File: src/hdl/axi_wb_pkg.sv
package axi_wb_pkg;

   // bus geometry
   localparam int DATA_W   = 32;
   localparam int SEL_W    = DATA_W / 8;   // one select per byte lane
   localparam int ADDR_LSB = 2;            // byte offset inside a word

   typedef logic [DATA_W-1:0] data_t;
   typedef logic [SEL_W-1:0]  sel_t;
   typedef logic [1:0]        resp_t;

   // AXI response codes, only OKAY is ever returned
   localparam resp_t RESP_OKAY = 2'b00;

   // reads always fetch the whole word
   localparam sel_t SEL_ALL = '1;

endpackage

File: src/hdl/wb_req_if.sv
// one bridge request, moved by valid/ready
interface wb_req_if #(
   parameter int AW = 32
);
   import axi_wb_pkg::*;

   logic                   valid;
   logic                   ready;
   logic [AW-ADDR_LSB-1:0] adr;   // word address
   data_t                  dat;   // write data, zero for reads
   sel_t                   sel;
   logic                   we;

   modport source (
      output valid, adr, dat, sel, we,
      input  ready
   );

   modport sink (
      input  valid, adr, dat, sel, we,
      output ready
   );

endinterface

File: src/hdl/axi_req_capture.sv
module axi_req_capture #(
   parameter int AW = 32
) (
   input  logic                i_clk,
   input  logic                i_rst,

   input  logic [AW-1:0]       i_awaddr,
   input  logic                i_awvalid,
   output logic                o_awready,

   input  axi_wb_pkg::data_t   i_wdata,
   input  axi_wb_pkg::sel_t    i_wstrb,
   input  logic                i_wvalid,
   output logic                o_wready,

   input  logic [AW-1:0]       i_araddr,
   input  logic                i_arvalid,
   output logic                o_arready,

   wb_req_if.source            o_req
);
   import axi_wb_pkg::*;

   typedef enum logic [1:0] {
      s_idle,
      s_wait_w,   // address taken, write data still missing
      s_offer     // request held on o_req until the buffer takes it
   } state_t;

   state_t state;
   logic   take_aw;
   logic   take_w;
   logic   take_ar;

   // writes win over reads, nothing is taken while the buffer is full
   assign take_aw = (state == s_idle) && o_req.ready && i_awvalid;
   assign take_w  = o_req.ready && i_wvalid
                    && (((state == s_idle) && i_awvalid) || (state == s_wait_w));
   assign take_ar = (state == s_idle) && o_req.ready && !i_awvalid && i_arvalid;

   always_ff @(posedge i_clk) begin
      if (i_rst) begin
         state     <= s_idle;
         o_awready <= 1'b0;
         o_wready  <= 1'b0;
         o_arready <= 1'b0;
         o_req.valid <= 1'b0;
      end else begin
         // readies are single-cycle pulses
         o_awready <= take_aw;
         o_wready  <= take_w;
         o_arready <= take_ar;

         case (state)
            s_idle: begin
               if (take_w || take_ar) begin
                  o_req.valid <= 1'b1;
                  state       <= s_offer;
               end else if (take_aw) begin
                  state <= s_wait_w;
               end
            end
            s_wait_w: begin
               if (take_w) begin
                  o_req.valid <= 1'b1;
                  state       <= s_offer;
               end
            end
            s_offer: begin
               if (o_req.ready) begin
                  o_req.valid <= 1'b0;
                  state       <= s_idle;
               end
            end
            default: state <= s_idle;
         endcase
      end
   end

   // request fields
   always_ff @(posedge i_clk) begin
      if (take_aw) begin
         o_req.adr <= i_awaddr[AW-1:ADDR_LSB];
         o_req.we  <= 1'b1;
      end
      if (take_w) begin
         o_req.dat <= i_wdata;
         o_req.sel <= i_wstrb;
      end
      if (take_ar) begin
         o_req.adr <= i_araddr[AW-1:ADDR_LSB];
         o_req.we  <= 1'b0;
         o_req.dat <= '0;
         o_req.sel <= SEL_ALL;
      end
   end

   // each ready pulses once per accepted channel beat
   a_awready_pulse : assert property (@(posedge i_clk) disable iff (i_rst)
      o_awready |=> !o_awready);

   a_wready_pulse : assert property (@(posedge i_clk) disable iff (i_rst)
      o_wready |=> !o_wready);

   a_arready_pulse : assert property (@(posedge i_clk) disable iff (i_rst)
      o_arready |=> !o_arready);

   // the buffer may stall, the offered request must not change meanwhile
   a_req_stable : assert property (@(posedge i_clk) disable iff (i_rst)
      (o_req.valid && !o_req.ready) |=> (o_req.valid && $stable(o_req.adr)
         && $stable(o_req.dat) && $stable(o_req.sel) && $stable(o_req.we)));

endmodule

File: src/hdl/req_fifo.sv
module req_fifo #(
   parameter int REQ_DEPTH = 4
) (
   input  logic      i_clk,
   input  logic      i_rst,
   wb_req_if.sink    i_wr,
   wb_req_if.source  o_rd
);
   import axi_wb_pkg::*;

   localparam int PTR_W = $clog2(REQ_DEPTH);
   localparam int ADR_W = i_wr.AW - ADDR_LSB;
   localparam logic [PTR_W:0] FULL_CNT = (PTR_W+1)'(REQ_DEPTH);

   logic [ADR_W-1:0] adr_mem [REQ_DEPTH];
   data_t            dat_mem [REQ_DEPTH];
   sel_t             sel_mem [REQ_DEPTH];
   logic             we_mem  [REQ_DEPTH];

   logic [PTR_W-1:0] wr_ptr;
   logic [PTR_W-1:0] rd_ptr;
   logic [PTR_W:0]   count;   // one bit wider to tell full from empty
   logic             push;
   logic             pop;

   assign i_wr.ready = (count != FULL_CNT);
   assign push       = i_wr.valid && i_wr.ready;
   assign pop        = o_rd.valid && o_rd.ready;

   // oldest entry is always on the output
   assign o_rd.valid = (count != '0);
   assign o_rd.adr   = adr_mem[rd_ptr];
   assign o_rd.dat   = dat_mem[rd_ptr];
   assign o_rd.sel   = sel_mem[rd_ptr];
   assign o_rd.we    = we_mem[rd_ptr];

   always_ff @(posedge i_clk) begin
      if (push) begin
         adr_mem[wr_ptr] <= i_wr.adr;
         dat_mem[wr_ptr] <= i_wr.dat;
         sel_mem[wr_ptr] <= i_wr.sel;
         we_mem[wr_ptr]  <= i_wr.we;
      end
   end

   always_ff @(posedge i_clk) begin
      if (i_rst) begin
         wr_ptr <= '0;
         rd_ptr <= '0;
         count  <= '0;
      end else begin
         if (push)
            wr_ptr <= wr_ptr + 1'b1;   // wraps, depth is a power of two
         if (pop)
            rd_ptr <= rd_ptr + 1'b1;
         case ({push, pop})
            2'b10:   count <= count + 1'b1;
            2'b01:   count <= count - 1'b1;
            default: count <= count;
         endcase
      end
   end

   // equal pointers mean empty or full, the count tells which
   a_no_overflow : assert property (@(posedge i_clk) disable iff (i_rst)
      push |-> ((wr_ptr != rd_ptr) || (count == '0)));

   a_no_underflow : assert property (@(posedge i_clk) disable iff (i_rst)
      pop |-> ((wr_ptr != rd_ptr) || (count == FULL_CNT)));

endmodule

File: src/hdl/wb_issue.sv
module wb_issue #(
   parameter int AW = 32
) (
   input  logic                                i_clk,
   input  logic                                i_rst,

   wb_req_if.sink                              i_req,

   output logic [AW-axi_wb_pkg::ADDR_LSB-1:0]  o_wb_adr,
   output axi_wb_pkg::data_t                   o_wb_dat,
   output axi_wb_pkg::sel_t                    o_wb_sel,
   output logic                                o_wb_we,
   output logic                                o_wb_stb,
   input  axi_wb_pkg::data_t                   i_wb_rdt,
   input  logic                                i_wb_ack,

   output logic                                o_bvalid,
   input  logic                                i_bready,

   output axi_wb_pkg::data_t                   o_rdata,
   output logic                                o_rvalid,
   input  logic                                i_rready
);
   import axi_wb_pkg::*;

   typedef enum logic [1:0] {
      s_idle,
      s_bus,    // classic cycle in progress, waiting for ack
      s_resp    // AXI response waiting to be taken
   } state_t;

   state_t state;
   logic   take;
   logic   resp_done;

   assign i_req.ready = (state == s_idle);
   assign take        = i_req.valid && i_req.ready;
   assign resp_done   = (o_bvalid && i_bready) || (o_rvalid && i_rready);

   always_ff @(posedge i_clk) begin
      if (i_rst) begin
         state    <= s_idle;
         o_wb_stb <= 1'b0;
         o_bvalid <= 1'b0;
         o_rvalid <= 1'b0;
      end else begin
         case (state)
            s_idle: begin
               if (take) begin
                  o_wb_stb <= 1'b1;
                  state    <= s_bus;
               end
            end
            s_bus: begin
               if (i_wb_ack) begin
                  o_wb_stb <= 1'b0;
                  o_bvalid <= o_wb_we;
                  o_rvalid <= !o_wb_we;
                  state    <= s_resp;
               end
            end
            s_resp: begin
               if (resp_done) begin
                  o_bvalid <= 1'b0;
                  o_rvalid <= 1'b0;
                  state    <= s_idle;
               end
            end
            default: state <= s_idle;
         endcase
      end
   end

   // bus fields and read data
   always_ff @(posedge i_clk) begin
      if (take) begin
         o_wb_adr <= i_req.adr;
         o_wb_dat <= i_req.dat;
         o_wb_sel <= i_req.sel;
         o_wb_we  <= i_req.we;
      end
      if (state == s_bus && i_wb_ack && !o_wb_we)
         o_rdata <= i_wb_rdt;
   end

   // a response stays offered until the master takes it
   a_b_hold : assert property (@(posedge i_clk) disable iff (i_rst)
      (o_bvalid && !i_bready) |=> o_bvalid);

   a_r_hold : assert property (@(posedge i_clk) disable iff (i_rst)
      (o_rvalid && !i_rready) |=> (o_rvalid && $stable(o_rdata)));

   // classic protocol, strobe and fields hold until the slave acks
   a_stb_hold : assert property (@(posedge i_clk) disable iff (i_rst)
      (o_wb_stb && !i_wb_ack) |=> (o_wb_stb && $stable(o_wb_adr)
         && $stable(o_wb_dat) && $stable(o_wb_sel) && $stable(o_wb_we)));

endmodule

File: src/hdl/axi_wb_bridge.sv
module axi_wb_bridge #(
   parameter int AW        = 32,
   parameter int REQ_DEPTH = 4
) (
   input  logic                                i_clk,
   input  logic                                i_rst,

   // AXI4-Lite slave
   input  logic [AW-1:0]                       i_awaddr,
   input  logic                                i_awvalid,
   output logic                                o_awready,
   input  axi_wb_pkg::data_t                   i_wdata,
   input  axi_wb_pkg::sel_t                    i_wstrb,
   input  logic                                i_wvalid,
   output logic                                o_wready,
   output axi_wb_pkg::resp_t                   o_bresp,
   output logic                                o_bvalid,
   input  logic                                i_bready,
   input  logic [AW-1:0]                       i_araddr,
   input  logic                                i_arvalid,
   output logic                                o_arready,
   output axi_wb_pkg::data_t                   o_rdata,
   output axi_wb_pkg::resp_t                   o_rresp,
   output logic                                o_rvalid,
   input  logic                                i_rready,

   // Wishbone classic master
   output logic [AW-axi_wb_pkg::ADDR_LSB-1:0]  o_wb_adr,
   output axi_wb_pkg::data_t                   o_wb_dat,
   output axi_wb_pkg::sel_t                    o_wb_sel,
   output logic                                o_wb_we,
   output logic                                o_wb_stb,
   input  axi_wb_pkg::data_t                   i_wb_rdt,
   input  logic                                i_wb_ack
);
   import axi_wb_pkg::*;

   wb_req_if #(.AW(AW)) cap_bus ();   // capture to buffer
   wb_req_if #(.AW(AW)) iss_bus ();   // buffer to Wishbone side

   // no error path, every access completes OKAY
   assign o_bresp = RESP_OKAY;
   assign o_rresp = RESP_OKAY;

   axi_req_capture #(.AW(AW)) i_capture (
      .i_clk     (i_clk),
      .i_rst     (i_rst),
      .i_awaddr  (i_awaddr),
      .i_awvalid (i_awvalid),
      .o_awready (o_awready),
      .i_wdata   (i_wdata),
      .i_wstrb   (i_wstrb),
      .i_wvalid  (i_wvalid),
      .o_wready  (o_wready),
      .i_araddr  (i_araddr),
      .i_arvalid (i_arvalid),
      .o_arready (o_arready),
      .o_req     (cap_bus)
   );

   req_fifo #(.REQ_DEPTH(REQ_DEPTH)) i_fifo (
      .i_clk (i_clk),
      .i_rst (i_rst),
      .i_wr  (cap_bus),
      .o_rd  (iss_bus)
   );

   wb_issue #(.AW(AW)) i_issue (
      .i_clk    (i_clk),
      .i_rst    (i_rst),
      .i_req    (iss_bus),
      .o_wb_adr (o_wb_adr),
      .o_wb_dat (o_wb_dat),
      .o_wb_sel (o_wb_sel),
      .o_wb_we  (o_wb_we),
      .o_wb_stb (o_wb_stb),
      .i_wb_rdt (i_wb_rdt),
      .i_wb_ack (i_wb_ack),
      .o_bvalid (o_bvalid),
      .i_bready (i_bready),
      .o_rdata  (o_rdata),
      .o_rvalid (o_rvalid),
      .i_rready (i_rready)
   );

endmodule

File: config.mk
export PLATFORM = sky130hd
export DESIGN_NAME = axi_wb_bridge
export DESIGN_NICKNAME = d
export VERILOG_FILES = /design/src/hdl/axi_wb_pkg.sv /design/src/hdl/wb_req_if.sv /design/src/hdl/axi_req_capture.sv /design/src/hdl/req_fifo.sv /design/src/hdl/wb_issue.sv /design/src/hdl/axi_wb_bridge.sv
export SDC_FILE = /design/constraint.sdc
export NUM_CORES = 1
export LEC_CHECK = 0
export BUFFER_PORTS_ARGS = -buffer_cell sky130_fd_sc_hd__buf_2
export CELL_PAD_IN_SITES_DETAIL_PLACEMENT = 1
export CELL_PAD_IN_SITES_GLOBAL_PLACEMENT = 1
export CORE_MARGIN = 2
export CORE_UTILIZATION = 45
export CTS_CLUSTER_DIAMETER = 200
export DETAILED_ROUTE_END_ITERATION = 10
export GPL_TIMING_DRIVEN = 0
export PLACE_DENSITY = 0.86
export SLEW_MARGIN = 20
export SYNTH_ARGS = -nofsm -noshare
export SYNTH_HDL_FRONTEND = slang
export SYNTH_SLANG_ARGS = --single-unit
File: constraint.sdc
create_clock -name i_clk -period 7.4 [get_ports i_clk]
set_input_delay 1.48 -clock i_clk [delete_from_list [all_inputs] [get_ports i_clk]]
set_output_delay 1.48 -clock i_clk [all_outputs]
set_load 0.03 [all_outputs]
---- After elaboration in Yosys (flattened, before gate mapping) ----
Memories as Yosys holds them, arrays and structs flattened. A register that Yosys moved wholly into a read port is not among the register bits.
Cells that the tools add are included.
word-level totals
  memories ................................ 4
  bits in writable memories ............... 268
  output and inout port bits .............. 109
  word-level logic and storage cells ...... 96
  register bits ........................... 117
cells by class
  add/sub/neg operators ................... 4
  multiplexer cells ....................... 26
  reduce and logical (&&, ||, !) cells .... 31
  equality and inequality tests ........... 14
memory list
  memory          depth  bits a word  read ports  clocked after Yosys merged registers in  wr ports  line            RTL
  i_fifo.dat_mem  4      32           1           1                                        1         req_fifo.sv:16  data_t dat_mem [REQ_DEPTH];
  i_fifo.adr_mem  4      30           1           1                                        1         req_fifo.sv:15  logic [ADR_W-1:0] adr_mem [REQ_DEPTH];
  i_fifo.sel_mem  4      4            1           1                                        1         req_fifo.sv:17  sel_t sel_mem [REQ_DEPTH];
  i_fifo.we_mem   4      1            1           1                                        1         req_fifo.sv:18  logic we_mem [REQ_DEPTH];
operators by type and width
  kind                                                 number
  2-to-1 mux 30 bit                                    2
  2-to-1 mux 2 bit                                     7
  logical AND 1 bit                                    13
  case mux 2 bit (3 select lines)                      2
  AND reduction 3 bit                                  4
  2-to-1 mux 1 bit                                     10
  nonzero test 2 bit                                   4
  equality test 2 x 1 -> 1 bit, second input constant  3
  equality test 2 bit, second input constant           3
  != test 2 x 1 -> 1 bit, second input constant        3
  != test 2 bit, second input constant                 3
  case mux 1 bit (2 select lines)                      3
  case mux 3 bit (2 select lines)                      1
  nonzero test 3 bit                                   2
  adder 2 x 1 -> 2 bit, second input constant          2
  logical NOT 2 bit                                    2
  AND reduction 4 bit                                  1
  adder 3 x 1 -> 3 bit, second input constant          1
  logical OR 1 bit                                     3
  != test 3 x 2 -> 1 bit, second input constant        1
  != test 3 bit, second input constant                 1
  case mux 1 bit (3 select lines)                      1
  subtractor 3 x 1 -> 3 bit, second input constant     1
  logical NOT 1 bit                                    2

---- Longest topological paths before layout ----
  word-level depth ........................ 7
  depth in mapped cells ................... 10
  gate-level depth less buffers ........... 9

---- By module ----
From an unflattened synthesis, not the netlist that was laid out.
unflattened totals
  cell total of the unflattened synthesis .. 791
  area total of the unflattened synthesis .. 16450.8 um^2
by module, submodules not included
  module           instances  area an instance (um^2)  cells an instance  seq. area each (um^2)
  req_fifo         1          10174.8                  402                8227.9
  wb_issue         1          3180.6                   121                3072.9
  axi_req_capture  1          3061.7                   263                1761.7
  axi_wb_bridge    1          33.8                     5                  0.0

---- Worst setup path before layout ----
No wires, ideal clock.
  kind .................................... reg2reg
  start point ............................. register i_fifo.count[0]
  end point ............................... register i_fifo.count[2]
  cell stages (with the launch flop) ...... 10
  slack ................................... 3.816 ns
  arrival time ............................ 3.513 ns
  buffers on the path ..................... 0
  cells stage by stage .................... dfxtp_1 -> nor3_1 -> or3_1 -> inv_1 -> ha_1 -> inv_1 -> fa_1 -> xor2_1 -> or3_1 -> a21oi_1
on the way
  longest elaborated chain between the ends .. 4
  elaborated cells between the ends (all ways) .. 10
  those cells by class .................... 2 x add/sub; 3 x eq/ne; 1 x mux; 4 x reduce/logical
RTL lines
  element                                                                       line            RTL
  from (decl)                                                                   req_fifo.sv:22  logic [PTR_W:0] count;
  from (signal assigned)                                                        req_fifo.sv:57  2'b10: count <= count + 1'b1;
  from (signal assigned)                                                        req_fifo.sv:58  2'b01: count <= count - 1'b1;
  from (signal assigned)                                                        req_fifo.sv:59  default: count <= count;
  nonzero test 3 bit (*)                                                        req_fifo.sv:31  assign o_rd.valid = (count != '0);
  logical AND 1 bit (*)                                                         req_fifo.sv:28  assign pop = o_rd.valid && o_rd.ready;
  named net i_fifo.pop                                                          req_fifo.sv:24  logic pop;
  equality test 2 x 1 -> 1 bit / equality test 2 bit (equally long branches)    req_fifo.sv:56  case ({push, pop})
  case mux 3 bit (2 select lines) / nonzero test 2 bit (equally long branches)  -
Mark *: on every way through the listed nets, which the timed path passes. The rest lies on a longest branch.
A chain may end at the register's enable or synchronous reset.

---- Worst setup path in the final report ----
  start point ............................. register i_fifo.count[1]
  end point ............................... register i_fifo.count[2]
Same word-level chain as after synthesis.

==> impl_metrics.csv <==
group,metric,value,unit
cts,root_buffer,"clkbuf_16",
cts,postCtsHoldBufs,0,
place,globalplace.congestion,0.767,
power,ir_drop,0.000240,V
logic_synthesis,syn_avg_cell_area,19.1,sq um
layout,multi_input_area,0.00310,sq mm
global_route,track_usage,19.9,%
worst_hold_path,hp-class,"register to register",
critical_path,crit_start,"i_fifo.count[1]",
detailed_routing,wl_met1,15500,um
timing,setup_viol,0,
global_route,grt_pass1_wl,56900,um
critical_path,r2r_cells,9,
critical_path,critPathKind,"register to register",
critical_path,path_depth,9,
logic_synthesis,synthArstFlopShare,0,%
logic_synthesis,synth-seq-cells,452,
logic_synthesis,syn-instance-count,859,
timing,rsz0062_at_grt,"false",
timing,tns,0,ns
power,p_leak,7.11,nW
run,drv_cap,0,
detailed_routing,via_count,8550,
layout,area_growth,20.5,%
critical_path,max_stage_delay,0.45,ns
layout,fill_cells,3371,
logic_synthesis,synth-seq-area-share,79.3,%
place,place_area,0.0184,sq mm
critical_path,crit_end,"i_fifo.count[2]",
floorplan,start_util,46.0,%
logic_synthesis,synthFlopType,"edfxtp_1",
critical_path,critPathSlowestCell,"inv_4",
critical_path,cp.arrival,3.25,ns
logic_synthesis,synthDistinctLibCells,44,
layout,ff_latch_area,0.0130,sq mm
detailed_routing,drc,0,
critical_path,path_cells,"nor3_1 > or3_1 > inv_4 > ha_1 > inv_1 > fa_1 > xor2_1 > or3_1 > a21oi_1",
detailed_routing,highest_layer,"met5",
critical_path,path_buf_inv,2,
power,power_density,423,mW/mm^2
detailed_routing,avgRoutedWirePerCell,22.5,um
cts,cts_resized,0,
logic_synthesis,yosys_warnings,0,
timing,timing.fmax,0.359,GHz
critical_path,crit_path_start_kind,"register",
cts,clk_pin_slew,0.06,ns
detailed_routing,vias_per_cell,5.17,
global_route,grt_pass1_vias,9476,
floorplan,dieHeight,195,um
layout,drive_gt1_share,38.5,%
layout,diodes,0,
floorplan,core_area,0.0357,sq mm
place,io_buffer_count,240,
layout,final_nets,1305,
cts,clk_path_buf_depth,3,
layout,final_common_cell,"edfxtp_1",
place,place_hpwl,24200,um
critical_path,critPathMaxFanout,34,
cts,h-tree-depth,2,
critical_path,critical-path-top-delay-family,"simple AND/OR/NAND/NOR gates",
timing,finalHoldViolCount,0,
layout,final_cell_mix,"edfxtp_1, buf_2, nand2_1",
critical_path,r2r_end,"i_fifo.count[2]",
detailed_routing,drt-initial-drc-count,497,
detailed_routing,route.met2.wl,19500,um
timing,worstMarginPinSlew,0.776,ns
critical_path,worstSetupEndpointType,"register",
detailed_routing,wirelength,37300,um
global_route,overflow,0,
critical_path,ff2ff_setup_slack,4.61,ns
critical_path,path_common_cell,"or3_1",
detailed_routing,ant_nets,0,
critical_path,required,7.87,ns
floorplan,die_area,0.0381,sq mm
floorplan,io_pins,249,
timing,slew_violations,0,
cts,clock_sinks,452,
cts,worstSkewPairLatency,0.55,ns
power,power.total,8.37,mW
global_route,antenna_found_initial,1,
floorplan,num_rows,69,
cts,cts_buffers,46,
floorplan,die_w,195,um
cts,cts_tree,"yes",
critical_path,worstReg2RegStart,"i_fifo.count[1]",
logic_synthesis,netlist_area,0.0164,sq mm
cts,postCtsSetupRepairBufs,0,
detailed_routing,wl_met3,1620,um
outcome,status,"finished, final reports clean",
timing,min_period_over_period,37.7,%
detailed_routing,drt_first_pass_iters,4,
global_route,grt_max_degree,39,
logic_synthesis,synth_edf_count,397,
layout,post-route-cell-area,0.0198,sq mm
timing,fin_crit,2.79,ns
timing,relSlewSlack,48.3,%
timing,finalClockSkew,0.0143,ns
## synthesized netlist by cell type (2+ instances only)
| master | n | area share (%) |
|---|---|---|
| a21oi_2 | 33 | 1.8 |
| nand3_1 | 6 | 0.18 |
| xor2_1 | 2 | 0.11 |
| a21oi_1 | 9 | 0.27 |
| buf_6 | 15 | 1.0 |
| xnor2_1 | 3 | 0.16 |
| nand2_1 | 169 | 3.9 |
| and3_1 | 4 | 0.15 |
| o21ai_0 | 4 | 0.12 |
| buf_4 | 4 | 0.18 |
| clkbuf_1 | 9 | 0.21 |
| mux4_2 | 67 | 9.2 |
| nor2b_1 | 2 | 0.076 |
| or3_1 | 2 | 0.076 |
| nor3_1 | 3 | 0.091 |
| edfxtp_1 | 397 | 73 |
| dfxtp_1 | 55 | 6.7 |
| ha_1 | 8 | 0.61 |
| and3_4 | 2 | 0.14 |
| nor2_1 | 16 | 0.37 |
| nand2b_1 | 3 | 0.11 |
| buf_2 | 14 | 0.43 |
| inv_1 | 10 | 0.23 |
| a21o_1 | 2 | 0.091 |
## worst min-delay path by stage
stage | cells past startpoint | startpoint | slack, ns | end
5_1_grt | 2 | i_issue.o_wb_stb | 0.50 | i_issue.o_wb_stb
6_report | 2 | i_issue.o_wb_stb | 0.48 | i_issue.o_wb_stb
2_1_floorplan | 0 | i_capture.o_req.adr[0] | 0.46 | i_fifo.adr_mem[0][0]
4_1_cts | 2 | i_issue.o_wb_stb | 0.48 | i_issue.o_wb_stb
3_3_place_gp | 2 | i_issue.o_wb_stb | 0.46 | i_issue.o_wb_stb
3_5_place_dp | 2 | i_issue.o_wb_stb | 0.47 | i_issue.o_wb_stb
## registers in the layout, indices dropped and copies added, names as in the netlist, 2 cells and up
register,flops
i_issue.o_rdata,32
i_capture.o_req.sel,4
i_issue.o_wb_sel,4
i_fifo.count,3
i_issue.o_wb_dat,32
i_fifo.adr_mem,120
i_fifo.we_mem,4
i_capture.o_req.adr,30
i_fifo.dat_mem,128
i_fifo.rd_ptr,2
i_issue.o_wb_adr,30
i_fifo.wr_ptr,2
i_fifo.sel_mem,16
i_capture.state,2
i_issue.state,2
i_capture.o_req.dat,32
## metrics by stage
stage / hold slack (ns) / cells / setup WS (ns) / utilization (%)
CTS: 0.482 / 1653 / 4.55 / 55.4
detailed placement: 0.473 / 1569 / 3.98 / 51.5
floorplan: 0.459 / 862 / 3.82 / -
global route: 0.502 / 1653 / 4.43 / 55.4
global placement: 0.462 / 1563 / 2.54 / 51.0
finish: 0.484 / 1653 / 4.61 / 55.4
## metal layers
layer | vias to the layer above | global-route usage, %
met5 | - | 0
met2 | 227 | 35.3
li1 | 3880 | -
met1 | 4387 | 25.1
met4 | 2 | 5.48
met3 | 54 | 3.64
## report_power, final
part	internal (mW)	switching, mW
registers	3.72	0.316
clock network	1.26	0.913
logic	0.772	1.39
total	5.75	2.62
## kinds of logic after synthesis
family          after synthesis  synth area share (%)
xor+xnor                      5                 0.267
mux                          68                  9.25
other cells                   1                0.0228
simple gates                214                  5.45
flops                       452                  79.3
fa+ha+maj                     9                 0.731
compound gates               58                  2.94
buf+inv                      52                  2.07
## layout make-up
cell class | count | share of cell area, %
Sequential cell | 452 | 65.8
Timing Repair Buffer | 246 | 6.82
Inverter | 10 | 0.202
Multi-Input combinational cell | 358 | 15.7
Clock buffer | 64 | 6.36
Tap cell | 461 | 2.91
Buffer | 42 | 1.53
Clock inverter | 20 | 0.752
## tightest hold or removal path, stage by stage (launching register included)
cell and delay [ns]:
dfxtp_1 0.32, nand2_1 0.06, a21oi_1 0.05
Note: power is estimated with default switching activity, not from simulation.
